`src/verilog/opc_pkg.sv`:
```
/* widths and fetch state encodings shared by the operand collector RTL and its testbench
   referenced by scoped name, e.g. opc_pkg::xlen */
package opc_pkg;

    // lanes per warp and the width of one lane's register
    localparam int num_threads = 4;
    localparam int xlen        = 32;

    // architectural registers per warp
    localparam int num_regs = 32;
    localparam int nr_bits  = 5;

    // warps served by this slice
    localparam int num_warps = 4;
    localparam int wid_bits  = 2;

    // opaque instruction metadata carried alongside the operands
    localparam int meta_bits = 48;

    // register file address is the warp id above the register number
    localparam int gpr_addr_bits = wid_bits + nr_bits;

    // fetch FSM encodings
    localparam int state_bits = 2;
    localparam logic [state_bits-1:0] state_idle   = 2'd0;
    localparam logic [state_bits-1:0] state_fetch1 = 2'd1;
    localparam logic [state_bits-1:0] state_fetch2 = 2'd2;
    localparam logic [state_bits-1:0] state_fetch3 = 2'd3;

endpackage

```
`src/verilog/toggle_buffer.sv`:
```
/* one-entry valid/ready staging register for the instruction metadata
   accepts only when empty, so it passes at most one item every two cycles */
module toggle_buffer (
    input  logic                                                                    clk,
    input  logic                                                                    reset,
    input  logic                                                                    valid_in,
    input  logic [opc_pkg::meta_bits+opc_pkg::wid_bits+opc_pkg::num_threads-1:0]    data_in,
    output logic                                                                    ready_in,
    output logic                                                                    valid_out,
    output logic [opc_pkg::meta_bits+opc_pkg::wid_bits+opc_pkg::num_threads-1:0]    data_out,
    input  logic                                                                    ready_out
);
    logic full;

    always_ff @(posedge clk) begin
        if (reset) begin
            full <= 1'b0;
        end else if (valid_in && !full) begin
            full <= 1'b1;
        end else if (full && ready_out) begin
            full <= 1'b0;
        end
    end

    always_ff @(posedge clk) begin
        if (valid_in && !full) begin
            data_out <= data_in;
        end
    end

    assign ready_in  = !full;
    assign valid_out = full;

endmodule

```
`config.mk`:
```
export PLATFORM = sky130hd
export DESIGN_NAME = toggle_buffer
export DESIGN_NICKNAME = d
export VERILOG_FILES = /design/src/verilog/opc_pkg.sv /design/src/verilog/toggle_buffer.sv
export SDC_FILE = /design/constraint.sdc
export NUM_CORES = 1
export LEC_CHECK = 0
export ABC_AREA = 1
export BUFFER_PORTS_ARGS = -buffer_cell sky130_fd_sc_hd__buf_2
export CAP_MARGIN = 20
export CELL_PAD_IN_SITES_DETAIL_PLACEMENT = 1
export CELL_PAD_IN_SITES_GLOBAL_PLACEMENT = 2
export CORE_MARGIN = 5
export CORE_UTILIZATION = 25
export CTS_BUF_LIST = sky130_fd_sc_hd__clkbuf_4
export DETAILED_ROUTE_END_ITERATION = 10
export GPL_ROUTABILITY_DRIVEN = 0
export PLACE_DENSITY_LB_ADDON = 0.1
export SYNTH_ARGS = -nofsm -noshare
export SYNTH_HDL_FRONTEND = slang
export SYNTH_SLANG_ARGS = --single-unit
```
`constraint.sdc`:
```
create_clock -name clk -period 4.3 [get_ports clk]
set_input_delay 0 -clock clk [delete_from_list [all_inputs] [get_ports clk]]
set_output_delay 0 -clock clk [all_outputs]
set_load 0.02 [all_outputs]
```
==> metrics <==
number of vias per cell=3.927; Starting Density=26.03%; Cell Pwr Density=355.1 mW/mm2; most numerous cell in the Yosys netlist=edfxtp_1; top cell type's share of synthesized area=97.01%; slowest CP cell=dfxtp_1; first-pass GRT wire length=6617 um; antenna violations before repair=0; Setup Skew=0.005345 ns; most instantiated cells after synthesis=54 x edfxtp_1, 2 x inv_1; hold path depth=3; leading area contributor after synthesis=edfxtp_1; Post-CTS Setup Bufs=0; crit path cell chain=inv_2 > nand2_2 > inv_2 > buf_12; Peak VDD IR=0.1633 mV; startpoint type of the worst setup path=flop; setup tns final=0 ns; Synth Register Bits=55; final setup fails=0; CP Data Arrival Time=1.48 ns; Antenna diodes=0; layout cells sized above 1=52.30%; Final Net Count=296; Root Buffer=clkbuf_4; total CTS buffers=5; CP Class=flop to flop; cell mode on critical path=inv_2; maximum fanout along the worst path=34; R2R depth=4; Crit path max-delay family=buffers and inverters; Iter 0 DRT Violations=41; Post-synth EDFFs=54; pin count of the biggest net entering global routing=55; max-slew violations=0; syn_area_per_cell=27.40 um2; Post-synth top flop=edfxtp_1; # IOs=114; Final Critical Period=1.409 ns; CTS Hold Buffers Added=56; Leakage=1.277 nW; DIE HEIGHT=91.77 um; Yosys warning total=0; Post-route DRC=0; Die Area=0.008422 mm2; RSZ-0062 raised after global routing=false; drt total wl=4438 um; Crit. End Element=flop; Area contributors post-synth=edfxtp_1 97%, dfxtp_1 1.2%, a21oi_2 0.52%; # Max-Cap Violations=0; vias=1241; vias in the first global route=1413; Hold WS=0.2255 ns; syn nets=119; clk_lat worst skew=0.36 ns; WL per Instance=14.04 um; post-synthesis sequential area ratio=98.20%; Hold Vio Cnt, Final=0; H-tree depth=2; DP Cell Count=251; Max Freq=0.7099 GHz; status=finished clean; Synth Cell Area=0.001672 mm2; remaining global-route overflow=0; final cycle utilization of the critical path=32.76%; Core Region=0.006422 mm2; fin cells=316; I/O Buffers=113; DP HPWL=3068 um; Layout area overhead=78.89%; max incr delay on CP=0.36 ns; clk buf depth=2; CP bufs+invs=3; Die X=91.77 um; CTS tree=done; Synth cell types=7; # resized after CTS=0; CP required=4.37 ns; relative slew slack=69.35%; R2R Setup Slk=2.89 ns; fill cell count=647; CTS clk-pin slew, worst paths=0.14 ns; Cells after Synth=61; DRT Pass-1 Iters=4; ys async rst share=0%; post-route ant nets=0; Critical Path Stages=4; site row count=29; GRT Util Overall=10.12%; CTS sink count=55; worst hold path type=primary input to flop; measured slew at the worst slew-check pin=0.4591 ns
[worst paths after layout]
path                          startpoint                      to
setup / recovery  valid_out$_SDFFE_PP0P_   data_out[4]$_DFFE_PP_
hold / removal                  valid_in  data_out[10]$_DFFE_PP_
setup reg to reg  valid_out$_SDFFE_PP0P_   data_out[4]$_DFFE_PP_
hold reg to reg   valid_out$_SDFFE_PP0P_  data_out[10]$_DFFE_PP_
[metrics by stage]
step                      power (mW)  cell area [um2]  setup WS, ns  utilization [%]
after floorplan               0.7042             1672         2.241                -
after global placement        0.7605             2333         2.697            36.33
after detailed placement      0.7651             2333         2.627            36.33
after CTS                      1.078             2970         2.590            46.25
after global routing           1.110             2990         2.798            46.56
final                          1.062             2990         2.891            46.56
[placed cells by master (no fill, tap or decap)]
cell           instances
a21oi_2                1
buf_12                 1
buf_2                113
bufinv_16              1
clkbuf_4               5
clkinv_1               1
clkinv_2               1
dfxtp_1                1
dlygate4sd3_1         56
edfxtp_1              54
inv_1                  1
inv_2                  2
nand2_1                1
nand2_2                1
[cells by family (layout without fill, tap and decap cells)]
logic type,after synthesis,count (layout),synth area share (%)
buf+inv,3,181,0.6736
simple gates,2,2,0.5988
flops,55,55,98.20
compound gates,1,1,0.5240
[sequential cells by signal (all words and copies together), names as in the netlist]
signal     cells
data_out      54
valid_out      1
[layer usage]
metal	up-vias	routed length, um	track usage, %
met4	0	48	2.970
met3	6	437	4.419
met5	-	0	0
met2	63	2374	19.78
met1	583	1577	9.362
li1	589	-	-
[power by group]
part	switching [mW]	internal, mW
clock	0.150	0.120
sequential	0.00785	0.627
combinational	0.0822	0.0751
[area by class of cell]
cell class / count / area, um2 / share of cell area, %
sequential: 55 / 1642 / 54.90
tap: 77 / 96.34 / 3.222
clock inverter: 3 / 38.79 / 1.297
multi-input combinational: 3 / 18.77 / 0.6276
clock buffer: 5 / 37.54 / 1.255
timing repair buffer: 170 / 1146 / 38.33
inverter: 3 / 11.26 / 0.3766
[worst reg2reg max path: cells and delay by family (launching register included)]
| family | cells | cell delay (ns) |
|---|---|---|
| buf+inv | 3 | 0.68 |
| flops | 1 | 0.36 |
| simple gates | 1 | 0.06 |
No activity file was read; power rests on OpenSTA's default activity.
