[src/verilog/opc_pkg.sv]
/* widths and fetch state encodings shared by the operand collector RTL and its testbench
   referenced by scoped name, e.g. opc_pkg::xlen */
package opc_pkg;

    // lanes per warp and the width of one lane's register
    localparam int num_threads = 4;
    localparam int xlen        = 32;

    // architectural registers per warp
    localparam int num_regs = 32;
    localparam int nr_bits  = 5;

    // warps served by this slice
    localparam int num_warps = 4;
    localparam int wid_bits  = 2;

    // opaque instruction metadata carried alongside the operands
    localparam int meta_bits = 48;

    // register file address is the warp id above the register number
    localparam int gpr_addr_bits = wid_bits + nr_bits;

    // fetch FSM encodings
    localparam int state_bits = 2;
    localparam logic [state_bits-1:0] state_idle   = 2'd0;
    localparam logic [state_bits-1:0] state_fetch1 = 2'd1;
    localparam logic [state_bits-1:0] state_fetch2 = 2'd2;
    localparam logic [state_bits-1:0] state_fetch3 = 2'd3;

endpackage

[src/verilog/wb_cache.sv]
/* per-warp cache of the most recently written register, used to forward operands
   without a register file read when the issue mask is fully covered */
module wb_cache (
    input  logic                                                  clk,
    input  logic                                                  reset,
    input  logic                                                  wb_valid,
    input  logic [opc_pkg::wid_bits-1:0]                          wb_wid,
    input  logic [opc_pkg::nr_bits-1:0]                           wb_rd,
    input  logic [opc_pkg::num_threads-1:0]                       wb_tmask,
    input  logic [opc_pkg::num_threads-1:0][opc_pkg::xlen-1:0]    wb_data,
    input  logic                                                  wb_sop,
    input  logic                                                  wb_eop,
    input  logic [opc_pkg::wid_bits-1:0]                          lookup_wid,
    input  logic [opc_pkg::nr_bits-1:0]                           lookup_rs1,
    input  logic [opc_pkg::nr_bits-1:0]                           lookup_rs2,
    input  logic [opc_pkg::nr_bits-1:0]                           lookup_rs3,
    input  logic [opc_pkg::num_threads-1:0]                       lookup_tmask,
    output logic                                                  hit_rs1,
    output logic                                                  hit_rs2,
    output logic                                                  hit_rs3,
    output logic [opc_pkg::num_threads-1:0][opc_pkg::xlen-1:0]    hit_data
);
    logic [opc_pkg::nr_bits-1:0]                           cache_reg [opc_pkg::num_warps];
    logic [opc_pkg::num_threads-1:0][opc_pkg::xlen-1:0]    cache_data [opc_pkg::num_warps];
    logic [opc_pkg::num_threads-1:0]                       cache_tmask [opc_pkg::num_warps];
    logic [opc_pkg::num_warps-1:0]                         cache_eop;
    logic                                                  wb_update;
    logic                                                  mask_covered;

    // a beat continues the cached packet, or a new packet replaces a finished one
    assign wb_update = wb_valid
                    && ((cache_reg[wb_wid] == wb_rd) || (cache_eop[wb_wid] && wb_sop));

    always_ff @(posedge clk) begin
        if (wb_update) begin
            cache_reg[wb_wid] <= wb_rd;
            for (int j = 0; j < opc_pkg::num_threads; j++) begin
                if (wb_tmask[j]) begin
                    cache_data[wb_wid][j] <= wb_data[j];
                end
            end
        end
    end

    always_ff @(posedge clk) begin
        if (reset) begin
            for (int w = 0; w < opc_pkg::num_warps; w++) begin
                cache_tmask[w] <= '0;
            end
            cache_eop <= '1;
        end else if (wb_update) begin
            cache_tmask[wb_wid] <= wb_sop ? wb_tmask : (cache_tmask[wb_wid] | wb_tmask);
            cache_eop[wb_wid]   <= wb_eop;
        end
    end

    // every lane the instruction needs must already be in the entry
    assign mask_covered = (lookup_tmask & cache_tmask[lookup_wid]) == lookup_tmask;

    assign hit_rs1  = mask_covered && (lookup_rs1 == cache_reg[lookup_wid]);
    assign hit_rs2  = mask_covered && (lookup_rs2 == cache_reg[lookup_wid]);
    assign hit_rs3  = mask_covered && (lookup_rs3 == cache_reg[lookup_wid]);
    assign hit_data = cache_data[lookup_wid];

endmodule
[config.mk]
export PLATFORM = sky130hd
export DESIGN_NAME = wb_cache
export DESIGN_NICKNAME = d
export VERILOG_FILES = /design/src/verilog/opc_pkg.sv /design/src/verilog/wb_cache.sv
export SDC_FILE = /design/constraint.sdc
export NUM_CORES = 1
export LEC_CHECK = 0
export BUFFER_PORTS_ARGS = -buffer_cell sky130_fd_sc_hd__buf_2
export CAP_MARGIN = 0
export CORE_ASPECT_RATIO = 0.75
export CORE_UTILIZATION = 50
export CTS_CLUSTER_SIZE = 16
export DETAILED_ROUTE_END_ITERATION = 6
export PLACE_DENSITY = 0.74
export SLEW_MARGIN = 20
export SYNTH_ARGS = -nofsm -noshare
export SYNTH_HDL_FRONTEND = slang
export SYNTH_SLANG_ARGS = --single-unit
[constraint.sdc]
create_clock -name clk -period 3.6 [get_ports clk]
set_clock_uncertainty 0.15 [all_clocks]
set_input_delay 0.18 -clock clk [delete_from_list [all_inputs] [get_ports clk]]
set_output_delay 0.18 -clock clk [all_outputs]
set_load 0.005 [all_outputs]
==> results of run 1 <==
[final timing paths]
kind,end,slack [ns],depth (start not counted)
worst min register to register,cache_eop[3],0.52,4
worst max-delay path,cache_data[3][127],0.81,7
worst max register to register,cache_data[3][127],0.81,7
worst min-delay path,cache_tmask[3][1],0.02,3
[through the flow]
stage	cell area, sq um	cells	hold slack [ns]
after floorplan	20900	862	0.129
after global placement	23400	1697	0.243
after detailed placement	23400	1697	0.248
after CTS	26400	1925	0.00258
after global routing	26400	1927	0.0244
final	26400	1928	0.0196
[timing repair]
action | 4_1_cts | 5_1_grt
hold buffers | 137 | 0
setup buffers | 0 | 0
gates resized for setup | 0 | 0
hold endpoints to repair | 538 | 0
[worst min-delay path: cells and delay by family]
kind	cells	cell delay, ns
AO/OA/AOI/OAI	1	0.17
AND/OR/NAND/NOR	1	0.13
buffers and inverters	1	0.13
[metal layers]
layer	part of all wire, %	vias up
li1	-	4629
met1	41	5440
met2	51	351
met4	1.9	0
met5	0	-
met3	6.4	61
[cell usage in the layout (no fill, tap or decap), types with 5 or more instances in the layout]
cell and count:
clkinv_1 12, o21bai_1 8, nand2_1 10, nor3b_4 16, clkbuf_16 54, nor3_1 19, nor2_1 12, buf_2 293
edfxtp_1 548, dlygate4sd3_1 137, buf_12 20, nor2b_1 5, xor2_1 6, a21oi_1 5, xnor2_1 14, mux4_2 147
clkbuf_1 9, clkinv_2 8
[power groups by stage]
stage / logic (uW) / registers, uW / clock network (uW)
after floorplan: 412 / 7340 / 0
after global placement: 782 / 7340 / 0
after detailed placement: 801 / 7350 / 0
after CTS: 928 / 7210 / 5310
after global routing: 985 / 7220 / 5550
final: 915 / 7210 / 5200
[layout make-up]
type	count	area [sq um]	area share, %
Antenna cell	3	7.51	0.0285
Clock buffer	63	1390	5.25
Clock inverter	28	225	0.854
Inverter	3	11.3	0.0427
Multi-Input combinational cell	266	4250	16.1
Sequential cell	552	16500	62.7
Tap cell	561	702	2.66
Timing Repair Buffer	452	3260	12.4
[kinds of logic (layout without fill, tap and decap cells)]
| kind of cell | after synthesis | count (layout) | synth area share (%) |
|---|---|---|---|
| AO/OA/AOI/OAI | 19 | 19 | 0.634 |
| XOR/XNOR | 20 | 20 | 0.838 |
| buffers and inverters | 44 | 546 | 1.07 |
| flip-flops | 552 | 552 | 79.1 |
| multiplexers | 147 | 147 | 15.8 |
| other | 0 | 3 | 0 |
| AND/OR/NAND/NOR | 80 | 80 | 2.52 |
[Yosys cell counts, types with 2 or more instances]
master	count
nor2b_1	5
nand3_1	4
or3_1	4
o21ai_0	4
nor3b_2	16
buf_6	5
clkbuf_1	18
buf_1	2
inv_1	3
edfxtp_1	548
xor2_1	6
a21oi_1	5
nor4_1	3
dfxtp_1	4
nor2_1	12
xnor2_1	14
buf_2	16
nand2_1	10
nand2b_1	2
nor3_1	19
o21bai_1	8
mux4_2	147
==> impl_results.md, run 1 <==
* Status: complete, no violations
* Final Util at 64.3%
* Port bufs at just under 300
* Vias per cell at 5.44
* Drc violations at 0
* CTS max path bufs at 3
* Peak supply drop at 0.000477 V
* Area contributors post-synth: edfxtp_1 (79%), mux4_2 (16%), nor3b_2 (0.96%), xnor2_1 (0.59%), nor3_1 (0.45%)
* Ys async rst share at 0%
* Initial DRC count at 636
* CP Capture Type: flop
* Vert. Die Dim at approximately 180 um
* Type of the worst min-delay path: input pin to flop
* Die X at 238 um
* Max-slew headroom at between 30% and 40%
* Placeable core region at 41000 sq um
* Arrival time worst endpoint at 2.89 ns
* Clk_lat worst skew at 0.57 ns
* CP required at 3.70 ns
* Initial antenna violation count at 2
* WL/cell at 22.2 um
* GR met3 Demand/Resource at 4.26%
* Net Sw Frac at 20.6%
* Primary FF master, synth: edfxtp_1
* Synthesized area at 20900 sq um
* GRT Util Overall at 20.0%
* Max Clk Rate at 359 MHz
* Nets at 1492
* Setup CP Type: flop to flop
* Row cnt at 64
* NetSw at approximately 2700 uW
* Worst Path Buf+Inv at 2
* Initial Util at about half
* Period utilisation layout at 77.4%
* Seq pwr share at 54.1%
* Clock sinks at around 550
* Worst Path Max Fanout at 40
* CP startpoint: cache_reg[3][4]
* Synth unique cells at 29
* # IOs at between 200 and 300
* Clock network fraction of total power at approximately two fifths
* Net count after synthesis at between 1000 and 1500
* Fin. max-slew vios at 0
* Pre-CTS setup slack at 0.604 ns
* Final wirelength at 42900 um
* Total power at 13300 uW
* Die footprint at 42600 sq um
* CTS tree: done
* LEAKAGE at 0.00896 uW
* Pwr/cell area at 505 nW/um^2
* Mapped Cells at 862
* CTS H-Tree Depth at 2
* Crit path top cell by count: buf_12
* CTS Buf Count at 52
* Final GP Congestion at 0.771
* Syn avg cell area at 24.3 sq um
* DRT antenna net count at 0
* CP delay by family, top: simple AND/OR/NAND/NOR gates
* Number of flip-flops under the largest register name at 512
* Pin count of the biggest net entering global routing at 82
* Setup TNS at 0 ns
* Area leader, netlist: edfxtp_1
* Layout cells sized above 1 at between 40% and 50%
* P&R area growth vs syn at 26.2%
* Count of flip-flops with a built-in enable after synthesis at between 500 and 600
* Number of synthesized register bits at 552
* DP HPWL at 26100 um
* GRT Max-Usage Layer: met2
* Slowest cell on the critical path: mux4_2
* Number of global-route vias before repair at 10800
* 1st-pass router iterations at 5
* Max-capacitance violation count at 0
* Fin. Hold Viols at 0
* Grt met2 use at 33.1%
* Tmin final at 2.79 ns
* Comb power frac at 6.9%
* P_int at 10600 uW
* Worst slew pin tran at 0.915 ns
* Final worst slack at slightly above 0.8 ns
* Filler instances at 2746
* Highest cell delay on the worst timing path at 0.49 ns
* Vias at about 10000
* CTS clk-pin slew, worst paths at 0.07 ns
* Hold_sp: wb_tmask[1]
* Final setup viols at 0
* RSZ-0062 raised after global routing: false
* Reg-to-Reg Start: cache_reg[3][4]
* M1 GR Usage at 27.4%
* First-pass GRT wire length at 63500 um
* Grt total ovfl at 0
* Seq/Total Area, Yosys at 79.1%
* Area fraction of the dominant cell type after synthesis at 78.7%
* Cells along the critical path: mux4_2, xnor2_1, and4_2, a21boi_4, buf_12, nor3b_4, buf_12
* Synth warn at 0
* CTS root buf: clkbuf_16
* Crit path launch type: flop
Note: power is estimated with default switching activity, not from simulation.
==> run 2: changes to the inputs <==
==> constraint.sdc (replaced) <==
create_clock -name clk -period 2.5 [get_ports clk]
set_clock_uncertainty 0.15 [all_clocks]
set_input_delay 0.125 -clock clk [delete_from_list [all_inputs] [get_ports clk]]
set_output_delay 0.125 -clock clk [all_outputs]
set_load 0.005 [all_outputs]
==> run 2 against run 1 <==
Against the previous run: the flow now finishes with violations (setup timing); global-route usage grew 0.13 points; final area grew 5.0%; count of clock-buffer cells in the layout shrank 1; highest routed layer is now met5.
==> impl_results.md, run 2 (synthesis results as in run 1) <==
* CP delay by family, top: multiplexers
* First-pass GRT wire length at 63700 um (+0.30%)
* NetSw at 4030 uW (+47%)
* Die X at 238 um (unchanged)
* Clock sinks at 552 (unchanged)
* LEAKAGE at 0.00962 uW (+7.4%)
* Setup CP Type: flop to flop
* Placed cell area at 23700 sq um (+1.3%)
* Initial Util at 51.0% (unchanged)
* Fin. Hold Viols at 0 (unchanged)
* Status: complete, but fails checks
* Clk_lat worst skew at 0.57 ns (about the same)
* Clock network fraction of total power at 39.4% (+0.4 points)
* Arrival time worst endpoint at 2.75 ns (-0.14 ns)
* Number of flip-flops under the largest register name at 512 (unchanged)
* Placed Cells incl. Taps at 1730 (+1.9%)
* # IOs at 296 (unchanged)
* Worst slew pin tran at 0.745 ns (-0.170 ns)
* Final worst slack at -0.122 ns (-0.934 ns)
* Number of global-route vias before repair at 10900 (+1.1%)
* CTS tree: done
* Most frequent cells in the layout: edfxtp_1 (548), buf_2 (293), mux4_2 (147)
* Die footprint at 42600 sq um (unchanged)
* Highest cell delay on the worst timing path at 0.52 ns (+0.03 ns)
* Violated checks: setup timing
* Slowest cell on the critical path: mux4_2
* Crit path launch type: flop
* Cells along the critical path: mux4_2, xnor2_2, and4_4, a21boi_4, buf_4, nor3b_4, buf_6, clkbuf_16
* Fin. max-slew vios at 0 (unchanged)
* 1st-pass router iterations at 5 (unchanged)
* Vias at 11000 (+5.2%)
* Initial antenna violation count at 9 (+7)
* Commonest non-fill, non-tap cell in the layout: edfxtp_1
* Comb power frac at 7.5% (+0.6 points)
* WL/cell at 23.1 um (+3.9%)
* Vert. Die Dim at 179 um (unchanged)
* Final GP Congestion at 0.752 (-2.5%)
* Placeable core region at 41000 sq um (unchanged)
* DRT antenna net count at 0 (unchanged)
* Row cnt at 64 (unchanged)
* Post-route cell area at 27700 sq um (+5.0%)
* Period utilisation layout at 105% (+27 points)
* Port bufs at 295 (unchanged)
* Worst Path Max Fanout at 13 (-68%)
* P_int at 15500 uW (+47%)
* GRT Util Overall at 20.1% (+0.13 points)
* RSZ-0062 raised after global routing: true
* Pin count of the biggest net entering global routing at 97 (+18%)
* Setup TNS at -45.24 ns (-45.24 ns)
* Type of the worst min-delay path: input pin to flop
* Final wirelength at 46800 um (+9.1%)
* CP Capture Type: flop
* Seq pwr share at 53.1% (-1.0 points)
* Max-capacitance violation count at 0 (unchanged)
* Max-slew headroom at 50.3% (+11 points)
* Grt total ovfl at 0 (unchanged)
* Layout cells sized above 1 at 44.5% (+4.0 points)
* Max Clk Rate at 381 MHz (+6.3%)
* CTS root buf: clkbuf_16
* Pwr/cell area at 707 nW/um^2 (+40%)
* CTS H-Tree Depth at 2 (unchanged)
* CP required at 2.63 ns (-1.07 ns)
* CTS clk-pin slew, worst paths at 0.06 ns (about the same)
* Final std cells w/o fill at 2024 (+5.0%)
* Peak supply drop at 0.000694 V (+46%)
* Nets at 1578 (+5.8%)
* Worst Path Buf+Inv at 3 (+1)
* P&R area growth vs syn at 32.5%
* CTS Buf Count at 52 (unchanged)
* Tmin final at 2.62 ns (-0.166 ns)
* Final setup viols at 539 (+539)
* CTS max path bufs at 3 (unchanged)
* Drc violations at 0 (unchanged)
* Net Sw Frac at 20.6% (+0.067 points)
* Vias per cell at 5.45 (+0.17%)
* DP HPWL at 26600 um (+1.8%)
* Initial DRC count at 714 (+12%)
[run 2: cell types whose count changed in the layout (fill, tap and decap cells not counted), sizes merged]
cell         previous run  this run
diode                   3         7
clkinv                 21        25
bufinv                  3         5
clkbuf                 63        82
buf                   315       377
clkinvlp                3         2
dlygate4sd3           137       141
inv                     4         6
[run 2: final timing paths]
path | from | end | slack (ns) | depth (start not counted)
worst max register to register | cache_reg[3][4] | cache_data[0][86] | -0.12 | 8
worst max-delay path | cache_reg[3][4] | cache_data[0][86] | -0.12 | 8
worst min-delay path | wb_sop | cache_tmask[3][1] | 0.05 | 4
worst min register to register | cache_eop[1] | cache_eop[1] | 0.52 | 4
[run 2: power groups by stage]
stage / clock network [uW] / registers (uW) / logic [uW]
2_1_floorplan: 0 / 10600 / 622
3_3_place_gp: 0 / 10600 / 1190
3_5_place_dp: 0 / 10600 / 1210
4_1_cts: 7830 / 10400 / 1420
5_1_grt: 8210 / 10400 / 1580
6_report: 7710 / 10400 / 1470
[run 2: final cells by class]
type / instances / area, sq um
fill: 2647 / 13300
multi-input combinational: 266 / 4280
tap: 561 / 702
clock inverter: 35 / 312
sequential: 552 / 16500
inverter: 3 / 11.3
clock buffer: 62 / 1360
antenna: 7 / 17.5
timing repair buffer: 538 / 4470
[run 2: worst min-delay path: stages]
cell      delay, ns
buf_2          0.14
nor2b_1        0.11
o21bai_1       0.16
nor2_1         0.12
[run 2: metrics by stage]
step / hold WS [ns] / setup WS, ns / total power, uW / utilization (%)
after floorplan: 0.0739 / -0.460 / 11200 / -
after global placement: 0.185 / -0.0943 / 11800 / 57.8
after detailed placement: 0.193 / -0.139 / 11800 / 57.8
after CTS: 0.0199 / -0.113 / 19600 / 65.6
after global routing: 0.0646 / -0.209 / 20200 / 67.5
final: 0.0539 / -0.122 / 19600 / 67.5
[run 2: routing by layer]
layer  vias up  track usage (%)  part of all wire, %
met5         -                0                0.047
met4         4             5.18                  1.8
met3        60             4.71                  7.2
met2       424             32.8                   50
met1      5728             27.7                   41
li1       4806                -                    -
[run 2: repair_timing]
action,4_1_cts,5_1_grt
cloned,2,27
hold buffers,141,0
pin swaps,0,4
resized for setup,7,27
setup endpoints to repair,540,551
endpoints found under the hold margin,552,0
buffers inserted,6,15
